[config.mk]
export PLATFORM = sky130hd
export DESIGN_NAME = srt_div
export DESIGN_NICKNAME = d
export VERILOG_FILES = /design/src/rtl/srt_div_pkg.sv /design/src/rtl/srt_div.sv /design/src/rtl/div_post.sv /design/src/rtl/div_iter.sv /design/src/rtl/div_qds.sv /design/src/rtl/div_prescale.sv /design/src/rtl/div_lzc.sv
export SDC_FILE = /design/constraint.sdc
export NUM_CORES = 1
export LEC_CHECK = 0
export BUFFER_PORTS_ARGS = -buffer_cell sky130_fd_sc_hd__buf_4
export CAP_MARGIN = 5
export CORE_ASPECT_RATIO = 0.8
export CORE_MARGIN = 5
export CORE_UTILIZATION = 40
export CTS_CLUSTER_SIZE = 28
export DETAILED_ROUTE_END_ITERATION = 10
export SLEW_MARGIN = 15
export SYNTH_ARGS = -nofsm -noshare
export SYNTH_HDL_FRONTEND = slang
export SYNTH_SLANG_ARGS = --single-unit
[constraint.sdc]
create_clock -name clock -period 6.33 [get_ports clock]
set_clock_uncertainty 0.15 [all_clocks]
set_input_delay 0 -clock clock [delete_from_list [all_inputs] [get_ports clock]]
set_output_delay 0 -clock clock [all_outputs]
set_load 0.005 [all_outputs]
[src/rtl/srt_div_pkg.sv]
package srt_div_pkg;

	// controller state, one-hot so each stage can decode a single bit
	typedef enum logic [5:0] {
		IDLE = 6'b000001, // waiting for an operand pair
		NORM = 6'b000010, // leading-zero count and normalization
		INIT = 6'b000100, // load remainder, first digit and iteration count
		ITER = 6'b001000, // one radix-4 step per cycle
		FIX  = 6'b010000, // resolve the carry-save remainder and correct
		DONE = 6'b100000  // result held until the consumer takes it
	} div_state_e;

	// radix-4 quotient digit in the redundant set {-2..+2}, one-hot
	typedef enum logic [4:0] {
		NEG2 = 5'b00001,
		NEG1 = 5'b00010,
		ZERO = 5'b00100,
		POS1 = 5'b01000,
		POS2 = 5'b10000
	} quot_digit_e;

	// extra remainder bits above the operand: sign, two shift bits and the odd-shift bit
	localparam int REM_GUARD = 4;

endpackage
[src/rtl/srt_div.sv]
`timescale 1ns/1ps

module srt_div import srt_div_pkg::*; #(
	parameter int XLEN = 32
) (
	input  logic            clock,
	input  logic            reset_i,
	input  logic            in_valid_i,
	output logic            in_ready_o,
	input  logic            signed_i,
	input  logic [XLEN-1:0] dividend_i,
	input  logic [XLEN-1:0] divisor_i,
	output logic            out_valid_o,
	input  logic            out_ready_i,
	output logic [XLEN-1:0] quot_o,
	output logic [XLEN-1:0] rem_o
);

	localparam int RW    = XLEN + REM_GUARD;
	localparam int LZC_W = $clog2(XLEN);

	div_state_e       state_q;
	div_state_e       state_nxt;
	logic             accept;
	logic             skip;
	logic [XLEN-1:0]  dividend_norm;
	logic [XLEN-1:0]  divisor_norm;
	logic [LZC_W-1:0] dividend_lzc;
	logic [LZC_W-1:0] divisor_lzc;
	logic [LZC_W-1:0] lzc_diff;
	logic             rem_neg;
	logic             quot_neg;
	logic             div_zero;
	logic             too_small;
	logic [RW-1:0]    rem_sum;
	logic [RW-1:0]    rem_carry;
	logic [4:0]       init_rem_top;
	quot_digit_e      prev_digit;
	quot_digit_e      digit;
	quot_digit_e      init_digit;
	logic [XLEN-1:0]  quot;
	logic [XLEN-1:0]  quot_m1;
	logic             iter_done;

	assign in_ready_o  = (state_q == IDLE);
	assign out_valid_o = (state_q == DONE);
	assign accept      = in_valid_i & in_ready_o;
	assign skip        = div_zero | too_small; // flags are settled once NORM is over
	assign lzc_diff    = divisor_lzc - dividend_lzc; // only meaningful when not skipping

	// 4w0 in 1/16 units, matching the remainder load in div_iter
	assign init_rem_top = lzc_diff[0] ? {2'b00, dividend_norm[XLEN-1 -: 3]}
	                                  : {1'b0, dividend_norm[XLEN-1 -: 4]};

	always_comb begin
		unique case (state_q)
			IDLE:    state_nxt = accept ? NORM : IDLE;
			NORM:    state_nxt = INIT;
			INIT:    state_nxt = skip ? FIX : ITER;
			ITER:    state_nxt = iter_done ? FIX : ITER;
			FIX:     state_nxt = DONE;
			DONE:    state_nxt = out_ready_i ? IDLE : DONE; // hold the result under back-pressure
			default: state_nxt = IDLE;
		endcase
	end

	always_ff @(posedge clock) begin
		if (reset_i) begin
			state_q <= IDLE;
		end else begin
			state_q <= state_nxt;
		end
	end

	div_prescale #(.XLEN(XLEN)) u_prescale (
		.clock(clock), .reset_i(reset_i), .state_i(state_q), .accept_i(accept),
		.signed_i(signed_i), .dividend_i(dividend_i), .divisor_i(divisor_i),
		.dividend_norm_o(dividend_norm), .divisor_norm_o(divisor_norm),
		.dividend_lzc_o(dividend_lzc), .divisor_lzc_o(divisor_lzc),
		.rem_neg_o(rem_neg), .quot_neg_o(quot_neg), .div_zero_o(div_zero), .too_small_o(too_small)
	);

	div_qds #(.XLEN(XLEN)) u_qds (
		.divisor_norm_i(divisor_norm),
		.rem_sum_top_i(rem_sum[XLEN+1 -: 8]), // these bits become the top of 4w next step
		.rem_carry_top_i(rem_carry[XLEN+1 -: 8]),
		.prev_digit_i(prev_digit), .init_rem_top_i(init_rem_top),
		.digit_o(digit), .init_digit_o(init_digit)
	);

	div_iter #(.XLEN(XLEN)) u_iter (
		.clock(clock), .reset_i(reset_i), .state_i(state_q),
		.dividend_norm_i(dividend_norm), .divisor_norm_i(divisor_norm), .lzc_diff_i(lzc_diff),
		.digit_i(digit), .init_digit_i(init_digit),
		.rem_sum_o(rem_sum), .rem_carry_o(rem_carry), .prev_digit_o(prev_digit),
		.quot_o(quot), .quot_m1_o(quot_m1), .iter_done_o(iter_done)
	);

	div_post #(.XLEN(XLEN)) u_post (
		.clock(clock), .reset_i(reset_i), .state_i(state_q),
		.rem_sum_i(rem_sum), .rem_carry_i(rem_carry), .divisor_norm_i(divisor_norm),
		.divisor_lzc_i(divisor_lzc), .dividend_i(dividend_i), .quot_i(quot), .quot_m1_i(quot_m1),
		.rem_neg_i(rem_neg), .quot_neg_i(quot_neg), .div_zero_i(div_zero), .too_small_i(too_small),
		.quot_o(quot_o), .rem_o(rem_o)
	);

endmodule

[src/rtl/div_post.sv]
`timescale 1ns/1ps

module div_post import srt_div_pkg::*; #(
	parameter int XLEN = 32
) (
	input  logic                      clock,
	input  logic                      reset_i,
	input  div_state_e                state_i,
	input  logic [XLEN+REM_GUARD-1:0] rem_sum_i,
	input  logic [XLEN+REM_GUARD-1:0] rem_carry_i,
	input  logic [XLEN-1:0]           divisor_norm_i,
	input  logic [$clog2(XLEN)-1:0]   divisor_lzc_i,
	input  logic [XLEN-1:0]           dividend_i,
	input  logic [XLEN-1:0]           quot_i,
	input  logic [XLEN-1:0]           quot_m1_i,
	input  logic                      rem_neg_i,
	input  logic                      quot_neg_i,
	input  logic                      div_zero_i,
	input  logic                      too_small_i,
	output logic [XLEN-1:0]           quot_o,
	output logic [XLEN-1:0]           rem_o
);

	localparam int RW = XLEN + REM_GUARD;

	logic [RW-1:0]   rem_res; // non-redundant final remainder
	logic [RW-1:0]   rem_plus_d;
	logic            need_corr;
	logic            corr_q;
	logic [XLEN-1:0] rem_abs_q; // corrected remainder, still normalized
	logic [XLEN-1:0] dividend_q;
	logic [XLEN-1:0] rem_abs;
	logic [XLEN-1:0] quot_abs;

	assign rem_res    = rem_sum_i + rem_carry_i;
	assign rem_plus_d = rem_res + {1'b0, divisor_norm_i, {(REM_GUARD-1){1'b0}}};
	assign need_corr  = rem_res[RW-1]; // negative remainder means the quotient overshot by one

	always_ff @(posedge clock) begin
		if (state_i == IDLE) begin
			dividend_q <= dividend_i; // last sample before leaving IDLE is the accepted one
		end
		if (state_i == FIX) begin
			rem_abs_q <= need_corr ? rem_plus_d[RW-2:REM_GUARD-1] : rem_res[RW-2:REM_GUARD-1];
		end
	end

	always_ff @(posedge clock) begin
		if (reset_i) begin
			corr_q <= 1'b0;
		end else if (state_i == FIX) begin
			corr_q <= need_corr;
		end
	end

	assign quot_abs = corr_q ? quot_m1_i : quot_i; // iteration registers hold still after ITER
	assign rem_abs  = rem_abs_q >> divisor_lzc_i; // undo the divisor normalization

	always_comb begin
		if (div_zero_i) begin
			quot_o = '1;
			rem_o  = dividend_q;
		end else if (too_small_i) begin
			quot_o = '0;
			rem_o  = dividend_q;
		end else begin
			quot_o = quot_neg_i ? -quot_abs : quot_abs;
			rem_o  = rem_neg_i ? -rem_abs : rem_abs; // sign follows the dividend
		end
	end

endmodule

[src/rtl/div_iter.sv]
`timescale 1ns/1ps

module div_iter import srt_div_pkg::*; #(
	parameter int XLEN = 32
) (
	input  logic                      clock,
	input  logic                      reset_i,
	input  div_state_e                state_i,
	input  logic [XLEN-1:0]           dividend_norm_i,
	input  logic [XLEN-1:0]           divisor_norm_i,
	input  logic [$clog2(XLEN)-1:0]   lzc_diff_i,
	input  quot_digit_e               digit_i,
	input  quot_digit_e               init_digit_i,
	output logic [XLEN+REM_GUARD-1:0] rem_sum_o,
	output logic [XLEN+REM_GUARD-1:0] rem_carry_o,
	output quot_digit_e               prev_digit_o,
	output logic [XLEN-1:0]           quot_o,
	output logic [XLEN-1:0]           quot_m1_o,
	output logic                      iter_done_o
);

	localparam int RW    = XLEN + REM_GUARD;
	localparam int LZC_W = $clog2(XLEN);

	logic [RW-1:0]    rem_init;
	logic [RW-1:0]    csa_x1;
	logic [RW-1:0]    csa_x2;
	logic [RW-1:0]    csa_x3;
	logic [RW-1:0]    csa_maj;
	logic             pos_digit;
	logic [LZC_W:0]   cnt_init;
	logic [LZC_W-1:0] cnt_q; // steps left after the current one
	logic [XLEN-1:0]  quot_nxt;
	logic [XLEN-1:0]  quot_m1_nxt;

	// an odd shift distance is absorbed here so every step moves two bits
	assign rem_init = lzc_diff_i[0] ? {{(REM_GUARD-1){1'b0}}, 1'b0, dividend_norm_i}
	                                : {{(REM_GUARD-1){1'b0}}, dividend_norm_i, 1'b0};
	assign cnt_init = ({1'b0, lzc_diff_i} + 1'b1) >> 1; // half the difference, rounded up

	assign csa_x1    = {rem_sum_o[RW-3:0], 2'b00}; // 4w in carry-save form
	assign csa_x2    = {rem_carry_o[RW-3:0], 2'b00};
	assign pos_digit = (prev_digit_o == POS1) | (prev_digit_o == POS2);

	always_comb begin
		unique case (prev_digit_o)
			NEG2:    csa_x3 = {divisor_norm_i, {REM_GUARD{1'b0}}};
			NEG1:    csa_x3 = {1'b0, divisor_norm_i, {(REM_GUARD-1){1'b0}}};
			POS1:    csa_x3 = ~{1'b0, divisor_norm_i, {(REM_GUARD-1){1'b0}}}; // +1 enters via carry lsb
			POS2:    csa_x3 = ~{divisor_norm_i, {REM_GUARD{1'b0}}};
			default: csa_x3 = '0;
		endcase
	end

	assign csa_maj = (csa_x1 & csa_x2) | (csa_x1 & csa_x3) | (csa_x2 & csa_x3);

	// on-the-fly conversion keeps both q and q-1 so negative digits never borrow
	always_comb begin
		unique case (prev_digit_o)
			POS2: begin quot_nxt = {quot_o[XLEN-3:0], 2'b10}; quot_m1_nxt = {quot_o[XLEN-3:0], 2'b01}; end
			POS1: begin quot_nxt = {quot_o[XLEN-3:0], 2'b01}; quot_m1_nxt = {quot_o[XLEN-3:0], 2'b00}; end
			NEG1: begin quot_nxt = {quot_m1_o[XLEN-3:0], 2'b11}; quot_m1_nxt = {quot_m1_o[XLEN-3:0], 2'b10}; end
			NEG2: begin quot_nxt = {quot_m1_o[XLEN-3:0], 2'b10}; quot_m1_nxt = {quot_m1_o[XLEN-3:0], 2'b01}; end
			default: begin quot_nxt = {quot_o[XLEN-3:0], 2'b00}; quot_m1_nxt = {quot_m1_o[XLEN-3:0], 2'b11}; end
		endcase
	end

	always_ff @(posedge clock) begin
		if (state_i == INIT) begin
			rem_sum_o   <= rem_init;
			rem_carry_o <= '0;
			quot_o      <= '0;
			quot_m1_o   <= '1; // zero minus one
		end else if (state_i == ITER) begin
			rem_sum_o   <= csa_x1 ^ csa_x2 ^ csa_x3;
			rem_carry_o <= {csa_maj[RW-2:0], pos_digit};
			quot_o      <= quot_nxt;
			quot_m1_o   <= quot_m1_nxt;
		end
	end

	always_ff @(posedge clock) begin
		if (reset_i) begin
			cnt_q        <= '0;
			prev_digit_o <= ZERO;
		end else if (state_i == INIT) begin
			cnt_q        <= cnt_init[LZC_W-1:0];
			prev_digit_o <= init_digit_i; // from the pre-comparison
		end else if (state_i == ITER) begin
			cnt_q        <= cnt_q - 1'b1;
			prev_digit_o <= digit_i; // selected on the remainder this step produces
		end
	end

	assign iter_done_o = (state_i == ITER) && (cnt_q == '0);

endmodule

[src/rtl/div_qds.sv]
`timescale 1ns/1ps

module div_qds import srt_div_pkg::*; #(
	parameter int XLEN = 32
) (
	input  logic [XLEN-1:0] divisor_norm_i,
	input  logic [7:0]      rem_sum_top_i,
	input  logic [7:0]      rem_carry_top_i,
	input  quot_digit_e     prev_digit_i,
	input  logic [4:0]      init_rem_top_i,
	output quot_digit_e     digit_o,
	output quot_digit_e     init_digit_o
);

	logic [7:0]        mult_top; // top of the digit multiple about to be added
	logic [7:0]        est; // next remainder estimate in 1/32 units of 4w
	logic signed [6:0] y; // the same estimate floored to 1/16 units
	logic signed [6:0] init_y;
	logic signed [6:0] m_pos2;
	logic signed [6:0] m_pos1;
	logic signed [6:0] m_zero;
	logic signed [6:0] m_neg1;

	// predict the next remainder so the digit is ready when the step lands
	always_comb begin
		unique case (prev_digit_i)
			NEG2:    mult_top = divisor_norm_i[XLEN-1 -: 8]; // +2d
			NEG1:    mult_top = {1'b0, divisor_norm_i[XLEN-1 -: 7]}; // +d
			POS1:    mult_top = ~{1'b0, divisor_norm_i[XLEN-1 -: 7]}; // -d without the +1
			POS2:    mult_top = ~divisor_norm_i[XLEN-1 -: 8];
			default: mult_top = 8'h00;
		endcase
	end

	assign est    = rem_sum_top_i + rem_carry_top_i + mult_top; // truncation error below 3/32
	assign y      = $signed(est[7:1]);
	assign init_y = $signed({2'b00, init_rem_top_i}); // initial remainder is exact and positive

	// thresholds in 1/16 units, picked by the three divisor bits under the leading one
	always_comb begin
		unique case (divisor_norm_i[XLEN-2 -: 3])
			3'b000: begin m_pos2 = 7'sd12; m_pos1 = 7'sd4; m_zero = -7'sd4; m_neg1 = -7'sd13; end
			3'b001: begin m_pos2 = 7'sd14; m_pos1 = 7'sd4; m_zero = -7'sd6; m_neg1 = -7'sd15; end
			3'b010: begin m_pos2 = 7'sd15; m_pos1 = 7'sd4; m_zero = -7'sd6; m_neg1 = -7'sd16; end
			3'b011: begin m_pos2 = 7'sd16; m_pos1 = 7'sd4; m_zero = -7'sd6; m_neg1 = -7'sd18; end
			3'b100: begin m_pos2 = 7'sd18; m_pos1 = 7'sd6; m_zero = -7'sd6; m_neg1 = -7'sd20; end
			3'b101: begin m_pos2 = 7'sd20; m_pos1 = 7'sd6; m_zero = -7'sd8; m_neg1 = -7'sd20; end
			3'b110: begin m_pos2 = 7'sd20; m_pos1 = 7'sd8; m_zero = -7'sd8; m_neg1 = -7'sd22; end
			default: begin m_pos2 = 7'sd24; m_pos1 = 7'sd8; m_zero = -7'sd8; m_neg1 = -7'sd24; end
		endcase
	end

	// regions 000 and 100 have the tight m[-1] edge, which the 1/16 floor of est still meets
	always_comb begin
		if (y >= m_pos2) begin
			digit_o = POS2;
		end else if (y >= m_pos1) begin
			digit_o = POS1;
		end else if (y >= m_zero) begin
			digit_o = ZERO;
		end else if (y >= m_neg1) begin
			digit_o = NEG1;
		end else begin
			digit_o = NEG2;
		end
	end

	// first digit only ever needs the positive comparisons
	always_comb begin
		if (init_y >= m_pos2) begin
			init_digit_o = POS2;
		end else if (init_y >= m_pos1) begin
			init_digit_o = POS1;
		end else begin
			init_digit_o = ZERO;
		end
	end

endmodule

[src/rtl/div_prescale.sv]
`timescale 1ns/1ps

module div_prescale import srt_div_pkg::*; #(
	parameter int XLEN = 32
) (
	input  logic                    clock,
	input  logic                    reset_i,
	input  div_state_e              state_i,
	input  logic                    accept_i,
	input  logic                    signed_i,
	input  logic [XLEN-1:0]         dividend_i,
	input  logic [XLEN-1:0]         divisor_i,
	output logic [XLEN-1:0]         dividend_norm_o,
	output logic [XLEN-1:0]         divisor_norm_o,
	output logic [$clog2(XLEN)-1:0] dividend_lzc_o,
	output logic [$clog2(XLEN)-1:0] divisor_lzc_o,
	output logic                    rem_neg_o,
	output logic                    quot_neg_o,
	output logic                    div_zero_o,
	output logic                    too_small_o
);

	localparam int LZC_W = $clog2(XLEN);

	logic             dividend_neg; // operand signs only count in signed mode
	logic             divisor_neg;
	logic [XLEN-1:0]  dividend_abs_q;
	logic [XLEN-1:0]  divisor_abs_q;
	logic [LZC_W-1:0] dividend_cnt;
	logic [LZC_W-1:0] divisor_cnt;
	logic             dividend_zero;
	logic             divisor_zero;

	assign dividend_neg = signed_i & dividend_i[XLEN-1];
	assign divisor_neg  = signed_i & divisor_i[XLEN-1];

	div_lzc #(.XLEN(XLEN)) u_lzc_dividend (
		.value_i (dividend_abs_q),
		.count_o (dividend_cnt),
		.zero_o  (dividend_zero)
	);

	div_lzc #(.XLEN(XLEN)) u_lzc_divisor (
		.value_i (divisor_abs_q),
		.count_o (divisor_cnt),
		.zero_o  (divisor_zero)
	);

	always_ff @(posedge clock) begin
		if (accept_i) begin
			dividend_abs_q <= dividend_neg ? -dividend_i : dividend_i; // most negative stays 2^(XLEN-1)
			divisor_abs_q  <= divisor_neg ? -divisor_i : divisor_i;
		end
		if (state_i == NORM) begin
			dividend_norm_o <= dividend_abs_q << dividend_cnt; // leading one now at the msb
			divisor_norm_o  <= divisor_abs_q << divisor_cnt;
			dividend_lzc_o  <= dividend_cnt;
			divisor_lzc_o   <= divisor_cnt; // also the final remainder shift
		end
	end

	always_ff @(posedge clock) begin
		if (reset_i) begin
			rem_neg_o   <= 1'b0;
			quot_neg_o  <= 1'b0;
			div_zero_o  <= 1'b0;
			too_small_o <= 1'b0;
		end else if (accept_i) begin
			rem_neg_o  <= dividend_neg; // remainder takes the dividend sign
			quot_neg_o <= dividend_neg ^ divisor_neg;
		end else if (state_i == NORM) begin
			div_zero_o  <= divisor_zero;
			too_small_o <= (divisor_cnt < dividend_cnt) | dividend_zero; // divisor is wider
			if (divisor_zero) begin
				quot_neg_o <= 1'b0; // all-ones quotient is returned unsigned
			end
		end
	end

endmodule

[src/rtl/div_lzc.sv]
`timescale 1ns/1ps

module div_lzc #(
	parameter int XLEN = 32
) (
	input  logic [XLEN-1:0]         value_i,
	output logic [$clog2(XLEN)-1:0] count_o,
	output logic                    zero_o
);

	localparam int LZC_W = $clog2(XLEN);

	logic [XLEN-1:0] vec; // working copy, shifted as zero halves are found

	always_comb begin
		vec = value_i;
		count_o = '0;
		for (int i = LZC_W - 1; i >= 0; i--) begin
			if ((vec >> (XLEN - (1 << i))) == '0) begin // upper 2^i bits all clear
				count_o[i] = 1'b1; // leading one sits below this window
				vec = vec << (1 << i); // move the rest up for the next halving
			end
		end
	end

	assign zero_o = (value_i == '0); // count is meaningless in this case

endmodule

# Word level (Yosys, flattened, before mapping)
# Cells that the tools add are included.
# W data, S select, Z words.
# word_totals
regBits	359
elab_cells	158
out_inout_bits	66
inputBits	69
# op_classes
n_addsub	11
n_bitwise	19
n_reduce_logical	24
n_shift	3
n_eq_ne	16
order_cmp	7
muxes	58
# op_table
operator	count
$mux W32	18
$logic_not A32 Y1	12
$pmux W32 S4	2
$pmux W36 S4	1
$neg A32 Y32	4
$and A35 B35 Y35	3
$mux W36	2
$xor A36 B36 Y36	2
$or A35 B35 Y35	2
$shl A32 B5 Y32	2
$pmux W5 S6	2
$mux W5	10
$add A36 B36 Y36	1
$not A35 Y36	1
$not A36 Y36	1
$pmux W6 S6	1
$add A35 B35 Y35	1
$mux W33	1
$pmux W8 S4	1
$shr A32 B5 Y32	1
$add A8 B8 Y8	2
$ge A7 B6 Y1	2
$mux W1	13
$eq A3 B3 Y1 const B	3
38 further kinds	50

# Longest topological paths before layout
# logic_depth
ltp_word	12
mapped_depth	23
depth_no_buf	23

# Hierarchy
# From an unflattened synthesis, not the netlist that was laid out.
# unflattened
cells_unflattened	3174
area_unflattened_um2	29161.7
# modules_own_cells
mod	area_per_inst_um2	n_inst	cells_per_inst	seq_area_each_um2
div_post	9594.2	1	1116	1941.9
div_prescale	9213.8	1	866	4224.1
div_iter	7736.2	1	848	3243.1
div_qds	1340.0	1	175	0.0
srt_div	564.3	1	68	120.1
div_lzc at u_prescale.u_lzc_dividend	362.8	1	53	0.0
div_lzc at u_prescale.u_lzc_divisor	350.3	1	48	0.0

# Worst setup path before layout
# OpenSTA, ideal clock, no wires.
# synth_timing
path_kind	register to register
from	reg state_q[3]
to	reg u_prescale.quot_neg_o
path_stages_with_launch	9
required_time_ns	6.121
path_buffers	0
synth_period_minus_slack_ns	5.614
path_slack_ns	0.716
t_arrival_ns	5.404
setup_time_ns	0.059
cell_sequence	dfxtp_1 > nor2_1 > nand2_1 > nor3b_1 > nand2_1 > inv_1 > nand3_1 > a21oi_1 > o31a_1
# synth_between
elab_chain_cells	4
elab_cells_between_ends	7
classes_between	2 x eq/ne; 1 x mux; 1 x bitwise; 3 x reduce/logical
# synth_lines
element	line_no	text
start, declared	srt_div.sv:22	div_state_e state_q;
start signal, assigned	srt_div.sv:71	state_q <= state_nxt;
$eq A6 B1 Y1 *	srt_div.sv:45	assign in_ready_o = (state_q == IDLE);
via in_ready_o	srt_div.sv:9	output logic in_ready_o,
$and A1 B1 Y1 *	srt_div.sv:47	assign accept = in_valid_i & in_ready_o;
via accept	srt_div.sv:24	logic accept;
$reduce_bool A2 Y1 (no source line)	--	
$reduce_and A2 Y1 (no source line)	--	
end signal, assigned	div_prescale.sv:70	quot_neg_o <= dividend_neg ^ divisor_neg;
end, declared	div_prescale.sv:18	output logic quot_neg_o,
# The timed path passes the listed nets; every way through them passes the cells marked *.
# A chain may end at the register's enable or synchronous reset.

# Worst setup path in the final report
# layout_timing
from	reg u_iter.rem_sum_o[3]
to	reg u_post.rem_abs_q[31], data pin
# layout_between
elab_chain_cells	3
# layout_lines
element	line_no	text
start, declared	div_iter.sv:14	output logic [XLEN+REM_GUARD-1:0] rem_sum_o,
start signal, assigned	div_iter.sv:70	rem_sum_o <= rem_init;
start signal, assigned	div_iter.sv:75	rem_sum_o <= csa_x1 ^ csa_x2 ^ csa_x3;
$add A36 B36 Y36 *	div_post.sv:35	assign rem_res = rem_sum_i + rem_carry_i;
$add A35 B35 Y35	div_post.sv:36	assign rem_plus_d = rem_res + {1'b0, divisor_norm_i, {(REM_GUARD-1){1'b0}}};
$mux W32 *	div_post.sv:44	rem_abs_q <= need_corr ? rem_plus_d[RW-2:REM_GUARD-1] : rem_res[RW-2:REM_GUARD-1];
end signal, assigned	div_post.sv:44	
end, declared	div_post.sv:30	logic [XLEN-1:0] rem_abs_q;
# Mark *: on every way between the ends. The rest lies on a longest branch, timed or not.

==> results.tsv <==
metric	value	unit
logic gate share of total power	36.1	%
max reg flops	36	
antenna viol nets, final	0	
syn avg cell area	8.89	um2
vias per std cell	5.95	
initial antenna violation count	2	
register area	9530	um2
CTS Buf Count	41	
Hold WC Path Type	in -> reg	
CP Launch Type	flip-flop	
RSZ-0062 raised after global routing	no	
synth cell count leaders	nand2_1, nor2_1, edfxtp_1	
Die Y	244	um
Net count, final	3424	
Sw Share	35.6	%
clk sinks	357	
crit path DAT	5.61	ns
synth warn	0	
Diodes inserted	0	
post-synth top area share	26.1	%
gpl congestion	0.939	
Final Hold Fails	0	
Setup-failing EPs final	0	
first-pass GRT wire length	142000	um
DRT Pass-1 Iters	6	
fmax	0.183	GHz
Post-synth EDFFs	238	
GRT Total Usage	24.4	%
Critical Path End Type	flip-flop	
post-synthesis async set-or-reset flop share	0	%
CTS tree	yes	
Post-synth top flop	edfxtp_1	
I/O pins	135	
CP Class	reg -> reg	
critical path required time	6.48	ns
Seq pwr share	36.6	%
final period utilization	86.3	%
register area share after synthesis	34.9	%
H-tree depth	2	
full die area	73700	um2
worst vdd ir	0.180	mV
Post-CTS Setup Bufs	0	
Core Footprint	67500	um2
worst-margin pin slew	1.28	ns
Rel. slew slack	14.4	%
Final Max Tran Viols	0	
share of cells above drive strength 1	11.2	%
library cells used by synthesis	88	
leading area contributor after synthesis	edfxtp_1	
drt first-iter violations	2755	
Pwr Density	271	nW/um2
final-layout fill cell count	6403	
Mapped Nets	3285	
vias in the first global route	23400	
Final HPWL DP	69800	um
worst-case clock buffer depth	3	
Top Registers	u_iter.rem_sum_o (36), u_iter.rem_carry_o (34)	
# DRC	0	
gr ovfl total	0	
footprint of the multi-input gates	16700	um2
P_sw	3.02	mW
Internal Power	5.48	mW
CP max FO	5	
routed wire length	93400	um
#FFs+latches synth	357	
Initial Util	40.5	%
Clk pwr share	27.3	%
Worst-Skew Late Latency	0.55	ns
Chip Width	302	um
Core Rows	85	
Mapped Cells	3074	
Min Clock Period, post-route	5.46	ns
largest net degree at the start of global routing	80	
Area Overhead vs Synth	14.8	%
Synth Cell Area	27300	um2
Resized Gates After CTS	0	
wire length per cell	22.5	um
Power Total	8.50	mW
outcome	completed	
most instantiated library cell after synthesis	nand2_1	
Vias	24700	
Worst-path clk slew	0.06	ns
IO buf count	134	
register with the most flip-flops	u_iter.rem_sum_o	
clock root buffer	clkbuf_16	
setup TNS	0	ns
Max Cap Viol	0	
synth top area cells	edfxtp_1, dfxtp_1, mux2i_1, ha_1, nand2_1	
leak pwr	11.8	nW
## logic make-up after synthesis
kind of cell	Yosys count	share of synthesized area, %
AO/OA/AOI/OAI	883	20.7
multiplexers	225	10.4
XOR/XNOR	197	6.31
adder cells (fa/ha/maj)	142	7.43
flip-flops	357	34.9
buffers and inverters	306	4.42
AND/OR/NAND/NOR	964	16.0
## per-layer routing
layer / up-vias / global-route usage (%) / routed length (um)
met5: - / 0 / 0
met4: 0 / 6.12 / 2220
met3: 151 / 6.06 / 8430
met2: 987 / 36.5 / 40300
met1: 12000 / 35.3 / 42500
li1: 11600 / - / -
## per-stage QoR
stage                     cell area, um2  setup WS, ns  util (%)  hold slack [ns]  std cells
after CTS                          31400         0.899      46.5           0.0184       4156
after global routing               31400         0.525      46.5           0.0513       4156
after floorplan                    27300         0.716         -          -0.0511       3074
after global placement             29200          1.03      43.2           0.0549       3989
final                              31400         0.867      46.5           0.0594       4156
after detailed placement           29200         0.961      43.2           0.0591       3989
## power by group through the flow
stage / logic (mW) / registers, mW / clock network [mW]
after floorplan: 2.20 / 3.03 / 0
after detailed placement: 2.95 / 3.15 / 0
after CTS: 3.03 / 3.10 / 2.37
final: 3.07 / 3.11 / 2.32
after global routing: 3.39 / 3.13 / 2.47
after global placement: 2.91 / 3.14 / 0
## cell type report
| cell class | instances | area share, % |
|---|---|---|
| Sequential cell | 357 | 30.4 |
| Multi-Input combinational cell | 2411 | 53.1 |
| Clock buffer | 54 | 3.59 |
| Timing Repair Buffer | 273 | 7.28 |
| Tap cell | 913 | 3.64 |
| Inverter | 129 | 1.55 |
| Clock inverter | 19 | 0.502 |
## worst paths after layout
| kind | endpoint | slack, ns | start | depth (start not counted) |
|---|---|---|---|---|
| hold reg to reg | u_iter.quot_o[30] | 0.31 | u_iter.quot_o[30] | 2 |
| setup reg to reg | u_post.rem_abs_q[31] | 0.87 | u_iter.rem_sum_o[3] | 21 |
| setup / recovery | u_post.rem_abs_q[31] | 0.87 | u_iter.rem_sum_o[3] | 21 |
| hold / removal | u_post.dividend_q[4] | 0.06 | dividend_i[4] | 2 |
## worst max-delay path, cell delays in order, from the launching register on
cell and delay, ns:
edfxtp_1 0.39, ha_1 0.34, a41o_1 0.28, a21oi_1 0.36, o211a_1 0.23, o21ai_1 0.21
o21a_1 0.26, o21a_1 0.18, nor2_1 0.22, o2111ai_1 0.22, xor2_1 0.20, ha_1 0.35
nand3_1 0.10, or2_2 0.32, o21ai_0 0.22, o2111ai_1 0.17, a21oi_1 0.28, o21ai_0 0.14
a21boi_0 0.25, o21ai_0 0.11, o311ai_1 0.12, xnor2_1 0.11
## cell usage in the layout, fill, tap and decap left out, types with 26 or more instances in the layout
master and instances:
fa_1 34, edfxtp_1 238, nand2_1 351, dfxtp_1 116
o22ai_1 70, nor2b_1 40, clkbuf_16 43, inv_1 120
nand3_1 37, nand2b_1 26, a31oi_1 45, ha_1 107
o21ai_0 186, mux4_2 43, a21oi_1 220, mux2_2 35
xnor2_1 113, a211oi_1 97, a21o_1 40, o21bai_1 40
xor2_1 84, nor2_1 305, nor3_1 52, mux2i_1 147
dlygate4sd3_1 94, buf_4 179
## timing repair
action | in CTS | in global routing
setup endpoints to repair | 0 | 0
hold buffers | 94 | 0
hold endpoints to repair | 127 | 0
Power figures use the tool's default switching activity.
